`config.mk`:
```
export PLATFORM = sky130hd
export DESIGN_NAME = riscv_core
export DESIGN_NICKNAME = d
export VERILOG_FILES = /design/src/hdl/rv_pkg.sv /design/src/hdl/alu.sv /design/src/hdl/insn_decode.sv /design/src/hdl/pc_unit.sv /design/src/hdl/reg_file.sv /design/src/hdl/riscv_core.sv
export VERILOG_INCLUDE_DIRS = /design/src /design/src/hdl
export SDC_FILE = /design/constraint.sdc
export NUM_CORES = 2
export LEC_CHECK = 0
export BUFFER_PORTS_ARGS = -buffer_cell sky130_fd_sc_hd__buf_4
export CAP_MARGIN = 20
export CORE_UTILIZATION = 55
export DETAILED_ROUTE_END_ITERATION = 8
export HOLD_SLACK_MARGIN = 0.12
export PLACE_DENSITY = 0.69
export SYNTH_ARGS = -nofsm -noshare
export SYNTH_HDL_FRONTEND = slang
export SYNTH_SLANG_ARGS = --single-unit
```
`constraint.sdc`:
```
create_clock -name clk -period 10.9 [get_ports clk]
set_clock_uncertainty 0.15 [all_clocks]
set_input_delay 1.635 -clock clk [delete_from_list [all_inputs] [get_ports clk]]
set_output_delay 1.635 -clock clk [all_outputs]
set_load 0.1 [all_outputs]
```
`src/hdl/rv_cfg.svh`:
```
`ifndef RV_CFG_SVH
`define RV_CFG_SVH

// Datapath and register file geometry
`define RV_XLEN        32
`define RV_NUM_REGS    32
`define RV_REG_ADDR_W  5

// Fetch starts here after reset
`define RV_RESET_PC    32'h0000_0000

// Sequential PC step
`define RV_INSN_BYTES  32'd4

`endif

```
`src/hdl/rv_pkg.sv`:
```
package rv_pkg;

  // Major opcodes, bits [6:0] of the instruction
  typedef enum logic [6:0] {
    OPC_LOAD     = 7'b00_000_11,
    OPC_STORE    = 7'b01_000_11,
    OPC_BRANCH   = 7'b11_000_11,
    OPC_JALR     = 7'b11_001_11,
    OPC_MISC_MEM = 7'b00_011_11,
    OPC_JAL      = 7'b11_011_11,
    OPC_OP_IMM   = 7'b00_100_11,
    OPC_OP       = 7'b01_100_11,
    OPC_SYSTEM   = 7'b11_100_11,
    OPC_AUIPC    = 7'b00_101_11,
    OPC_LUI      = 7'b01_101_11
  } opcode_e;

  typedef enum logic [3:0] {
    ALU_ADD,
    ALU_SUB,
    ALU_SLL,
    ALU_SLT,
    ALU_SLTU,
    ALU_XOR,
    ALU_SRL,
    ALU_SRA,
    ALU_OR,
    ALU_AND,
    ALU_PASS_B  // LUI
  } alu_op_e;

  // Same values as the branch funct3 field
  typedef enum logic [2:0] {
    BR_EQ  = 3'b000,
    BR_NE  = 3'b001,
    BR_LT  = 3'b100,
    BR_GE  = 3'b101,
    BR_LTU = 3'b110,
    BR_GEU = 3'b111
  } br_cond_e;

  typedef enum logic [1:0] {
    PC_SEQ,
    PC_BRANCH,
    PC_JAL,
    PC_JALR
  } pc_sel_e;

endpackage

```
`src/hdl/alu.sv`:
```
`timescale 1ns/1ns
`include "rv_cfg.svh"

module alu (
  input  rv_pkg::alu_op_e     op,
  input  logic [`RV_XLEN-1:0] a,
  input  logic [`RV_XLEN-1:0] b,
  input  rv_pkg::br_cond_e    cond,
  input  logic [`RV_XLEN-1:0] cmp_a,
  input  logic [`RV_XLEN-1:0] cmp_b,
  output logic [`RV_XLEN-1:0] result,
  output logic                taken
);
  import rv_pkg::*;

  logic [4:0] shamt;
  logic       cmp_eq;
  logic       cmp_lt;   // Signed
  logic       cmp_ltu;

  assign shamt = b[4:0];

  always_comb begin
    case (op)
      ALU_ADD:    result = a + b;  // Also load/store/JALR addresses
      ALU_SUB:    result = a - b;
      ALU_SLL:    result = a << shamt;
      ALU_SLT:    result = {{(`RV_XLEN-1){1'b0}}, $signed(a) < $signed(b)};
      ALU_SLTU:   result = {{(`RV_XLEN-1){1'b0}}, a < b};
      ALU_XOR:    result = a ^ b;
      ALU_SRL:    result = a >> shamt;
      ALU_SRA:    result = $unsigned($signed(a) >>> shamt);
      ALU_OR:     result = a | b;
      ALU_AND:    result = a & b;
      ALU_PASS_B: result = b;
      default:    result = '0;
    endcase
  end

  // Branch compare always on the two register operands
  assign cmp_eq  = (cmp_a == cmp_b);
  assign cmp_lt  = ($signed(cmp_a) < $signed(cmp_b));
  assign cmp_ltu = (cmp_a < cmp_b);

  always_comb begin
    case (cond)
      BR_EQ:   taken = cmp_eq;
      BR_NE:   taken = !cmp_eq;
      BR_LT:   taken = cmp_lt;
      BR_GE:   taken = !cmp_lt;
      BR_LTU:  taken = cmp_ltu;
      BR_GEU:  taken = !cmp_ltu;
      default: taken = 1'b0;
    endcase
  end

endmodule

```
`src/hdl/insn_decode.sv`:
```
`timescale 1ns/1ns
`include "rv_cfg.svh"

module insn_decode (
  input  logic [`RV_XLEN-1:0]       insn,
  output logic [`RV_REG_ADDR_W-1:0] rs1,
  output logic [`RV_REG_ADDR_W-1:0] rs2,
  output logic [`RV_REG_ADDR_W-1:0] rd,
  output logic [`RV_XLEN-1:0]       imm,
  output rv_pkg::alu_op_e           alu_op,
  output logic                      alu_src_imm,
  output logic                      alu_src_pc,
  output rv_pkg::br_cond_e          br_cond,
  output rv_pkg::pc_sel_e           pc_sel,
  output logic                      rf_we,
  output logic                      mem_read,
  output logic                      mem_write,
  output logic                      is_ecall
);
  import rv_pkg::*;

  opcode_e             opcode;
  logic [2:0]          funct3;
  logic [6:0]          funct7;
  logic [`RV_XLEN-1:0] imm_i;
  logic [`RV_XLEN-1:0] imm_s;
  logic [`RV_XLEN-1:0] imm_b;
  logic [`RV_XLEN-1:0] imm_j;
  logic [`RV_XLEN-1:0] imm_u;
  logic                imm_ok;  // funct7 legal for OP_IMM
  logic                rr_ok;   // funct7 legal for OP

  // Shared funct3 map, alt picks SUB or SRA
  function automatic alu_op_e arith_op(input logic [2:0] f3, input logic alt);
    alu_op_e op;
    case (f3)
      3'b000:  op = alt ? ALU_SUB : ALU_ADD;
      3'b001:  op = ALU_SLL;
      3'b010:  op = ALU_SLT;
      3'b011:  op = ALU_SLTU;
      3'b100:  op = ALU_XOR;
      3'b101:  op = alt ? ALU_SRA : ALU_SRL;
      3'b110:  op = ALU_OR;
      default: op = ALU_AND;
    endcase
    return op;
  endfunction

  assign opcode = opcode_e'(insn[6:0]);
  assign funct3 = insn[14:12];
  assign funct7 = insn[31:25];
  assign rd     = insn[11:7];
  assign rs1    = insn[19:15];
  assign rs2    = insn[24:20];

  // Sign-extended immediates per format
  assign imm_i = {{(`RV_XLEN-12){insn[31]}}, insn[31:20]};
  assign imm_s = {{(`RV_XLEN-12){insn[31]}}, insn[31:25], insn[11:7]};
  assign imm_b = {{(`RV_XLEN-13){insn[31]}}, insn[31], insn[7], insn[30:25], insn[11:8], 1'b0};
  assign imm_j = {{(`RV_XLEN-21){insn[31]}}, insn[31], insn[19:12], insn[20], insn[30:21], 1'b0};
  assign imm_u = {insn[31:12], 12'b0};

  assign imm_ok = (funct3 == 3'b001) ? (funct7 == 7'b0) :
                  (funct3 == 3'b101) ? (funct7 == 7'b0 || funct7 == 7'b0100000) : 1'b1;
  assign rr_ok  = (funct7 == 7'b0) ||
                  (funct7 == 7'b0100000 && (funct3 == 3'b000 || funct3 == 3'b101));

  always_comb begin
    // Anything not matched below retires as a no-op
    imm         = imm_i;
    alu_op      = ALU_ADD;
    alu_src_imm = 1'b0;
    alu_src_pc  = 1'b0;
    br_cond     = BR_EQ;
    pc_sel      = PC_SEQ;
    rf_we       = 1'b0;
    mem_read    = 1'b0;
    mem_write   = 1'b0;
    is_ecall    = 1'b0;
    case (opcode)
      OPC_LUI: begin
        imm         = imm_u;
        alu_op      = ALU_PASS_B;
        alu_src_imm = 1'b1;
        rf_we       = 1'b1;
      end
      OPC_AUIPC: begin
        imm         = imm_u;
        alu_src_imm = 1'b1;
        alu_src_pc  = 1'b1;
        rf_we       = 1'b1;
      end
      OPC_JAL: begin
        imm    = imm_j;
        pc_sel = PC_JAL;
        rf_we  = 1'b1;  // Link value picked in the top
      end
      OPC_JALR: begin
        if (funct3 == 3'b000) begin
          alu_src_imm = 1'b1;  // Target is rs1 + imm_i
          pc_sel      = PC_JALR;
          rf_we       = 1'b1;
        end
      end
      OPC_BRANCH: begin
        imm = imm_b;
        if (funct3 != 3'b010 && funct3 != 3'b011) begin
          br_cond = br_cond_e'(funct3);
          pc_sel  = PC_BRANCH;
        end
      end
      OPC_LOAD: begin
        if (funct3 == 3'b010) begin  // LW only
          alu_src_imm = 1'b1;
          mem_read    = 1'b1;
          rf_we       = 1'b1;
        end
      end
      OPC_STORE: begin
        imm = imm_s;
        if (funct3 == 3'b010) begin  // SW only
          alu_src_imm = 1'b1;
          mem_write   = 1'b1;
        end
      end
      OPC_OP_IMM: begin
        alu_op      = arith_op(funct3, funct3 == 3'b101 && insn[30]);
        alu_src_imm = 1'b1;
        rf_we       = imm_ok;
      end
      OPC_OP: begin
        alu_op = arith_op(funct3, insn[30]);
        rf_we  = rr_ok;
      end
      OPC_SYSTEM: is_ecall = (insn[31:7] == '0);  // EBREAK, CSR ops ignored
      default: ;  // FENCE and undefined opcodes
    endcase
  end

endmodule

```
`src/hdl/pc_unit.sv`:
```
`timescale 1ns/1ns
`include "rv_cfg.svh"

module pc_unit (
  input  logic                clk,
  input  logic                rst,
  input  rv_pkg::pc_sel_e     pc_sel,
  input  logic                taken,
  input  logic [`RV_XLEN-1:0] imm,
  input  logic [`RV_XLEN-1:0] jalr_target,
  input  logic                is_ecall,
  output logic [`RV_XLEN-1:0] pc,
  output logic [`RV_XLEN-1:0] pc_plus4,
  output logic                halt,
  output logic                commit
);
  import rv_pkg::*;

  logic [`RV_XLEN-1:0] pc_rel;  // Branch and JAL target
  logic [`RV_XLEN-1:0] next_pc;

  assign pc_plus4 = pc + `RV_INSN_BYTES;
  assign pc_rel   = pc + imm;

  always_comb begin
    case (pc_sel)
      PC_BRANCH: next_pc = taken ? pc_rel : pc_plus4;
      PC_JAL:    next_pc = pc_rel;
      PC_JALR:   next_pc = {jalr_target[`RV_XLEN-1:1], 1'b0};
      default:   next_pc = pc_plus4;
    endcase
  end

  // ECALL freezes the PC on itself, sticky until reset
  always_ff @(posedge clk) begin
    if (rst) begin
      pc   <= `RV_RESET_PC;
      halt <= 1'b0;
    end else if (!halt) begin
      if (is_ecall) begin
        halt <= 1'b1;
      end else begin
        pc <= next_pc;
      end
    end
  end

  assign commit = !rst && !halt;

  a_pc_aligned: assert property (
    @(posedge clk) disable iff (rst) pc[1:0] == 2'b00
  ) else $error("pc_unit: misaligned PC %h", pc);

endmodule

```
`src/hdl/reg_file.sv`:
```
`timescale 1ns/1ns
`include "rv_cfg.svh"

module reg_file (
  input  logic                      clk,
  input  logic                      rst,
  input  logic                      we,
  input  logic [`RV_REG_ADDR_W-1:0] rd,
  input  logic [`RV_XLEN-1:0]       rd_data,
  input  logic [`RV_REG_ADDR_W-1:0] rs1,
  input  logic [`RV_REG_ADDR_W-1:0] rs2,
  output logic [`RV_XLEN-1:0]       rs1_data,
  output logic [`RV_XLEN-1:0]       rs2_data
);

  // x0 has no storage
  logic [`RV_XLEN-1:0] regs [1:`RV_NUM_REGS-1];

  always_ff @(posedge clk) begin
    if (rst) begin
      for (int i = 1; i < `RV_NUM_REGS; i++) begin
        regs[i] <= '0;
      end
    end else if (we && rd != '0) begin  // Writes to x0 dropped
      regs[rd] <= rd_data;
    end
  end

  // Combinational read ports
  assign rs1_data = (rs1 == '0) ? '0 : regs[rs1];
  assign rs2_data = (rs2 == '0) ? '0 : regs[rs2];

  // x0 reads as zero whatever was written before
  a_x0_reads_zero: assert property (
    @(posedge clk) (rs1 == '0) |-> (rs1_data == '0)
  ) else $error("reg_file: x0 read back nonzero %h", rs1_data);

endmodule

```
`src/hdl/riscv_core.sv`:
```
`timescale 1ns/1ns
`include "rv_cfg.svh"

module riscv_core (
  input  logic                clk,
  input  logic                rst,
  output logic [`RV_XLEN-1:0] imem_addr,
  input  logic [`RV_XLEN-1:0] imem_data,
  output logic [`RV_XLEN-1:0] dmem_addr,
  output logic [`RV_XLEN-1:0] dmem_wdata,
  output logic                dmem_we,
  input  logic [`RV_XLEN-1:0] dmem_rdata,
  output logic                halt
);
  import rv_pkg::*;

  logic [`RV_REG_ADDR_W-1:0] rs1;
  logic [`RV_REG_ADDR_W-1:0] rs2;
  logic [`RV_REG_ADDR_W-1:0] rd;
  logic [`RV_XLEN-1:0]       imm;
  alu_op_e                   alu_op;
  logic                      alu_src_imm;
  logic                      alu_src_pc;
  br_cond_e                  br_cond;
  pc_sel_e                   pc_sel;
  logic                      rf_we;
  logic                      mem_read;
  logic                      mem_write;
  logic                      is_ecall;
  logic [`RV_XLEN-1:0]       rs1_data;
  logic [`RV_XLEN-1:0]       rs2_data;
  logic [`RV_XLEN-1:0]       alu_a;
  logic [`RV_XLEN-1:0]       alu_b;
  logic [`RV_XLEN-1:0]       alu_result;
  logic                      taken;
  logic [`RV_XLEN-1:0]       pc;
  logic [`RV_XLEN-1:0]       pc_plus4;
  logic                      commit;
  logic [`RV_XLEN-1:0]       wb_data;

  insn_decode u_decode (
    .insn(imem_data), .rs1(rs1), .rs2(rs2), .rd(rd), .imm(imm),
    .alu_op(alu_op), .alu_src_imm(alu_src_imm), .alu_src_pc(alu_src_pc),
    .br_cond(br_cond), .pc_sel(pc_sel), .rf_we(rf_we),
    .mem_read(mem_read), .mem_write(mem_write), .is_ecall(is_ecall)
  );

  reg_file u_regs (
    .clk(clk), .rst(rst), .we(rf_we && commit), .rd(rd), .rd_data(wb_data),
    .rs1(rs1), .rs2(rs2), .rs1_data(rs1_data), .rs2_data(rs2_data)
  );

  assign alu_a = alu_src_pc  ? pc  : rs1_data;  // AUIPC
  assign alu_b = alu_src_imm ? imm : rs2_data;

  alu u_alu (
    .op(alu_op), .a(alu_a), .b(alu_b), .cond(br_cond),
    .cmp_a(rs1_data), .cmp_b(rs2_data), .result(alu_result), .taken(taken)
  );

  pc_unit u_pc (
    .clk(clk), .rst(rst), .pc_sel(pc_sel), .taken(taken), .imm(imm),
    .jalr_target(alu_result), .is_ecall(is_ecall),
    .pc(pc), .pc_plus4(pc_plus4), .halt(halt), .commit(commit)
  );

  // Writeback source
  always_comb begin
    if (mem_read) begin
      wb_data = dmem_rdata;
    end else if (pc_sel == PC_JAL || pc_sel == PC_JALR) begin
      wb_data = pc_plus4;  // Link address
    end else begin
      wb_data = alu_result;
    end
  end

  assign imem_addr  = pc;
  assign dmem_addr  = alu_result;
  assign dmem_wdata = rs2_data;
  assign dmem_we    = mem_write && commit;

  // Only SW reaches memory, so every store is word aligned
  a_store_aligned: assert property (
    @(posedge clk) dmem_we |-> (dmem_addr[1:0] == 2'b00)
  ) else $error("riscv_core: unaligned store to %h", dmem_addr);

endmodule

```
# Word-level counts from Yosys, hierarchy flattened
# Memories as Yosys holds them, arrays and structs flattened.
# Index checks and enable logic that the tools add are counted.
# op_classes
n_shift	3
n_addsub	4
magnitude_cmp	4
reduce_logical	30
n_eq_ne	38
n_bitwise	5
mux	43
# ops
op	n
$pmux 32 s11	1
$mux 32	8
$lt 32x32->1	4
$pmux 31 s4	1
$pmux 32 s3	1
$add 32x32->32	2
$pmux 4 s7	2
$add 32x3->32 const B	1
$and 32x32->32	1
$eq 32x32->1	1
$or 32x32->32	1
$reduce_or 32->1	1
$shl 32x5->32	1
$shr 32x5->32	1
$sshr 32x5->32	1
$sub 32x32->32	1
$xor 32x32->32	1
$eq 7x6->1 const B	4
$eq 7x7->1 const B	4
$logic_not 25->1	1
$eq 3x3->1 const B	7
$mux 1	21
$eq 4x3->1 const B	4
$eq 7x5->1 const B	2
29 further kinds	55
# word_totals
ff_bits	33
mem_bits_rw	992
memories	1
# memory_table
memory	words	word_bits	rd	rd_ports_with_merged_regs	write_ports	line_no	text
u_regs.regs	31	32	2	0	31	reg_file.sv:17	logic [`RV_XLEN-1:0] regs [1:`RV_NUM_REGS-1];

# Depth between registers and ports, before layout
# depth
depth_word	12
ltp_mapped	32
mapped_depth_nobuf	21

# By module
# A second synthesis with hierarchy kept.
# unflattened
hier_cells	6094
hier_area_um2	70958.1
# by_module_without_submodules
mod	cells_each	n_inst	area_each_um2	seq_area_each_um2
reg_file	3765	1	54632.4	30749.5
alu	1478	1	9690.5	0.0
pc_unit	531	1	3891.2	660.6
riscv_core	181	1	1798.0	0.0
insn_decode	139	1	945.9	0.0

# Worst setup path after synthesis
# No wires, ideal clock.
# synth_timing
path_kind	in2out
startpoint	in imem_data[21]
endpoint	out dmem_addr[28]
path_buffers	11
setup_slack_ps	-382
cell_stages	27
t_arrival_ps	9497
cell_sequence	clkbuf_1 > buf_4 > buf_2 > buf_2 > buf_2 > buf_2 > buf_2 > buf_1 > clkbuf_1 > buf_1 > mux4_2 > o32ai_1 > a22oi_1 > nand2_1 > o21ai_0 > ha_1 > clkbuf_1 > and3_1 > nor2b_1 > a211o_1 > a21oi_1 > o31ai_1 > a21oi_1 > a311oi_1 > o41ai_1 > o21ai_0 > o2111ai_1
# synth_between
elab_chain_len	5
# synth_lines
item	line_no	text
start, declared	riscv_core.sv:8	input logic [`RV_XLEN-1:0] imem_data,
$mem_v2 31x32 or $logic_not 5->1 (tied branches)	n/a	
$mux 32 (*)	reg_file.sv:31	assign rs2_data = (rs2 == '0) ? '0 : regs[rs2];
via dmem_wdata[20]	riscv_core.sv:10	output logic [`RV_XLEN-1:0] dmem_wdata,
$mux 32 (*)	riscv_core.sv:54	assign alu_b = alu_src_imm ? imm : rs2_data;
$sub 32x32->32 or $add 32x32->32 (tied branches)	alu.sv:26, alu.sv:25	
$pmux 32 s11 (*)	alu.sv:24	case (op)
end, declared	riscv_core.sv:9	output logic [`RV_XLEN-1:0] dmem_addr,
# Mark *: on every way through the listed nets, which the timed path passes. The rest lies on a longest branch.

# Final worst setup path
# layout_timing
startpoint	in imem_data[17]
endpoint	out dmem_addr[30]
# layout_between
elab_chain_len	5
# layout_lines
item	line_no	text
$mem_v2 31x32 or $logic_not 5->1 (tied branches)	n/a	
$mux 32	reg_file.sv:30	assign rs1_data = (rs1 == '0) ? '0 : regs[rs1];
$mux 32	riscv_core.sv:53	assign alu_a = alu_src_pc ? pc : rs1_data;
$sub 32x32->32 (tied with other cells)	alu.sv:26	ALU_SUB: result = a - b;
$pmux 32 s11 (*)	alu.sv:24	
# Mark *: on every way between the ends. The rest lies on a longest branch, timed or not.

==> results.md <==
- Cell area after synthesis: 70700 µm²
- Synth warnings: 0
- CTS buffer count: 109
- Commonest non-fill, non-tap cells in the layout: edfxtp_1, nor2_1, mux4_2
- Worst flop-to-flop path startpoint: u_regs.regs[13][13]
- Pre-CTS setup slack: 0.252 ns
- Worst EP arrival: 8.83 ns
- Standard-cell row count: 131
- CTS tree: done
- Flops & latches, synth: 1057
- Total negative setup slack: 0 ns
- Outcome: complete, no violations
- Max clock buf depth: 3
- Share of post-route cells with drive strength above 1: 22.3%
- Final WL: 345000 µm
- Critical path's slowest cell: or3b_2
- Layout net count: 6399
- Fraction of registers with async set/reset: 0%
- Worst hold path stage count: 2
- Root Driver: clkbuf_16
- Hold crit path type: reg -> reg
- Synthesis-to-finish area growth: 10.3%
- Clock transition at path regs: 0.07 ns
- CP Class: in -> out
- Synth Instances: 6149
- Slew headroom: 11.8%
- Endpoint of the worst hold path: u_pc.pc[8]
- Number of I/O pins: 164
- Worst R2R End: u_regs.regs[30][17]
- Max cap viols: 0
- Period utilisation layout: 97.4%
- Initial DRC Count: 12.2k
- Horiz. Die Dim: 360 µm
- DP HPWL: 230000 µm
- Startpoint Class: primary input
- DRT Pass-1 Iters: 9
- CTS H-Tree Depth: 3
- Mean post-synth cell area: 11.5 µm²
- Starting Density: 55.4%
- Number of global-route vias before repair: 59.2k
- Routed via count: 62.8k
- DRC Markers: 0
- CORE AREA: 128000 µm²
- Critical Path, Cell by Cell: clkbuf_8 > or3b_2 > buf_4 > o22ai_1 > a2111oi_0 > o41ai_2 > buf_4 > inv_1 > fa_1 > o21bai_1 > a21o_1 > a21oi_1 > nor4_1 > a211oi_1 > o311a_1 > o21a_1 > o31ai_1 > xnor2_1 > o21ai_0 > buf_4 > or2_2 > buf_4
- R2r setup slk: 3.49 ns
- Via-per-instance ratio: 7.92
- Top_reg_cell synth: edfxtp_1
- LEAKAGE: 29.0 nW
- CP Capture Type: output port
- PortBufs: 163
- Global-route usage over all layers: 52.1%
- Commonest non-fill, non-tap cell in the layout: edfxtp_1
- Die H: 360 µm
- EDFF count, synth: 1024
- Final antenna-violating net count: 0
- Largest net degree at the start of global routing: 113
- Beginning of the worst hold path: u_pc.pc[8]
- Worst Slack Setup Final: 0.286 ns
- First-pass GRT wire length: 469000 µm
- CP Max Fanout: 40
- CP peak stage delay: 0.78 ns
- RSZ-0062 raised after global routing: false
- Post-Layout Cell Count: 7927
- Pwr dens: 169 nW/µm²
- Critical Path RT: 9.12 ns
- Crit path time final: 10.61 ns
- Grt ovf: 0
- Peak supply drop: 0.197 mV
- Initial antenna violation count: 21
- Placer Congestion: 1.16
- DP Cell Count: 7707
- Count of final setup violators: 0
- WL/cell: 43.5 µm
- Most used cell along the critical path: buf_4
- PnR Total Power: 13.1 mW
- Worst setup startpoint: imem_data[17]
- Final Hold Viols: 0
- Synth unique cells: 107
- Clk_lat worst skew: 0.80 ns
- Max Clk Rate: 94.2 MHz
- Post-CTS Setup Inserts: 0
- Die ar.: 130000 µm²
- Worst Tran Pin Value: 1.32 ns
- Post-synthesis sequential area ratio: 44.4%
- Clock sinks: 1057
- Fin. max-slew vios: 0
- Worst reg2reg path depth: 17
-- worst max path at each step --
stage	depth (start not counted)	endpoint	slack, ns
CTS	22	dmem_addr[30]	0.19
floorplan	27	dmem_addr[28]	0.26
detailed placement	22	dmem_addr[30]	0.25
finish	22	dmem_addr[30]	0.29
global placement	22	dmem_addr[30]	0.02
global route	22	dmem_addr[30]	0.10
-- Yosys cell counts (all sizes together), types with 35 or more instances --
library cell  number  share of area (%)
nor2b             36               0.32
xnor2             37               0.46
a21oi            484                3.5
a211oi           335                3.7
clkbuf           350                1.9
mux4             488                 16
o22a              35               0.43
inv              184               0.98
nand2            328                1.7
edfxtp          1024                 44
nor3              83               0.59
and3              43               0.38
nor2             758                4.1
a22o              43               0.53
buf              279                2.4
a21o              80               0.85
nand3             85               0.60
nand4             69               0.61
o22ai             57               0.51
ha               168                3.0
mux2              49               0.78
mux2i            258                3.7
a22oi             80               0.85
o21ai            162                1.2
a2111oi           36               0.46
-- power breakdown --
part | total [mW] | switching (mW) | internal [mW]
combinational | 4.66 | 3.43 | 1.23
sequential | 4.72 | 0.0968 | 4.63
clock | 3.76 | 1.69 | 2.08
total | 13.1 | 5.22 | 7.93
-- registers in the layout, indices dropped and copies added (netlist names) --
register     cells
u_pc.halt        1
u_regs.regs   1024
u_pc.pc         32
-- per-stage QoR --
stage                     util [%]  hold WS (ns)  cell area (µm²)
after global routing          61.1         0.423            77900
after floorplan                  -         0.771            70800
after CTS                     61.0         0.389            77800
final                         61.1         0.401            78000
after global placement        58.2         0.363            74300
after detailed placement      58.3         0.379            74300
-- repair_timing --
item | CTS | global route
setup endpoints to repair | 0 | 1
hold buffers | 0 | 0
resized for setup | 0 | 1
-- cells by family after synthesis --
logic type                 after synthesis  share of synthesized area [%]
other                                    1                        0.00531
xor gates and xnor gates                62                          0.768
DFF                                   1057                           44.4
and+or+nand+nor                       1563                           9.98
muxes                                  795                           20.0
adders and majority gates              171                           3.06
AOI/OAI and AO/OA                     1684                           16.5
buffers and inverters                  816                           5.22
-- routing by layer --
metal	global-route usage [%]	share of wire, %
met2	74.9	42
met3	19.2	16
met5	0	0.027
met4	44.7	11
met1	62.0	32
-- worst max-delay path, delay by kind of cell --
kind	cells	cell delay, ns
and+or+nand+nor	3	1.59
buffers and inverters	6	1.54
AOI/OAI and AO/OA	11	3.42
xor gates and xnor gates	1	0.10
adders and majority gates	1	0.45
-- final cells by class --
type	instances	area, µm²
Timing Repair Buffer	500	4030
Antenna cell	12	30.0
Tap cell	1662	2080
Clock buffer	131	2810
Inverter	187	702
Sequential cell	1057	31400
Multi-Input combinational cell	4307	36200
Fill cell	10200	49600
Clock inverter	71	688
Note: power is estimated with default switching activity, not from simulation.
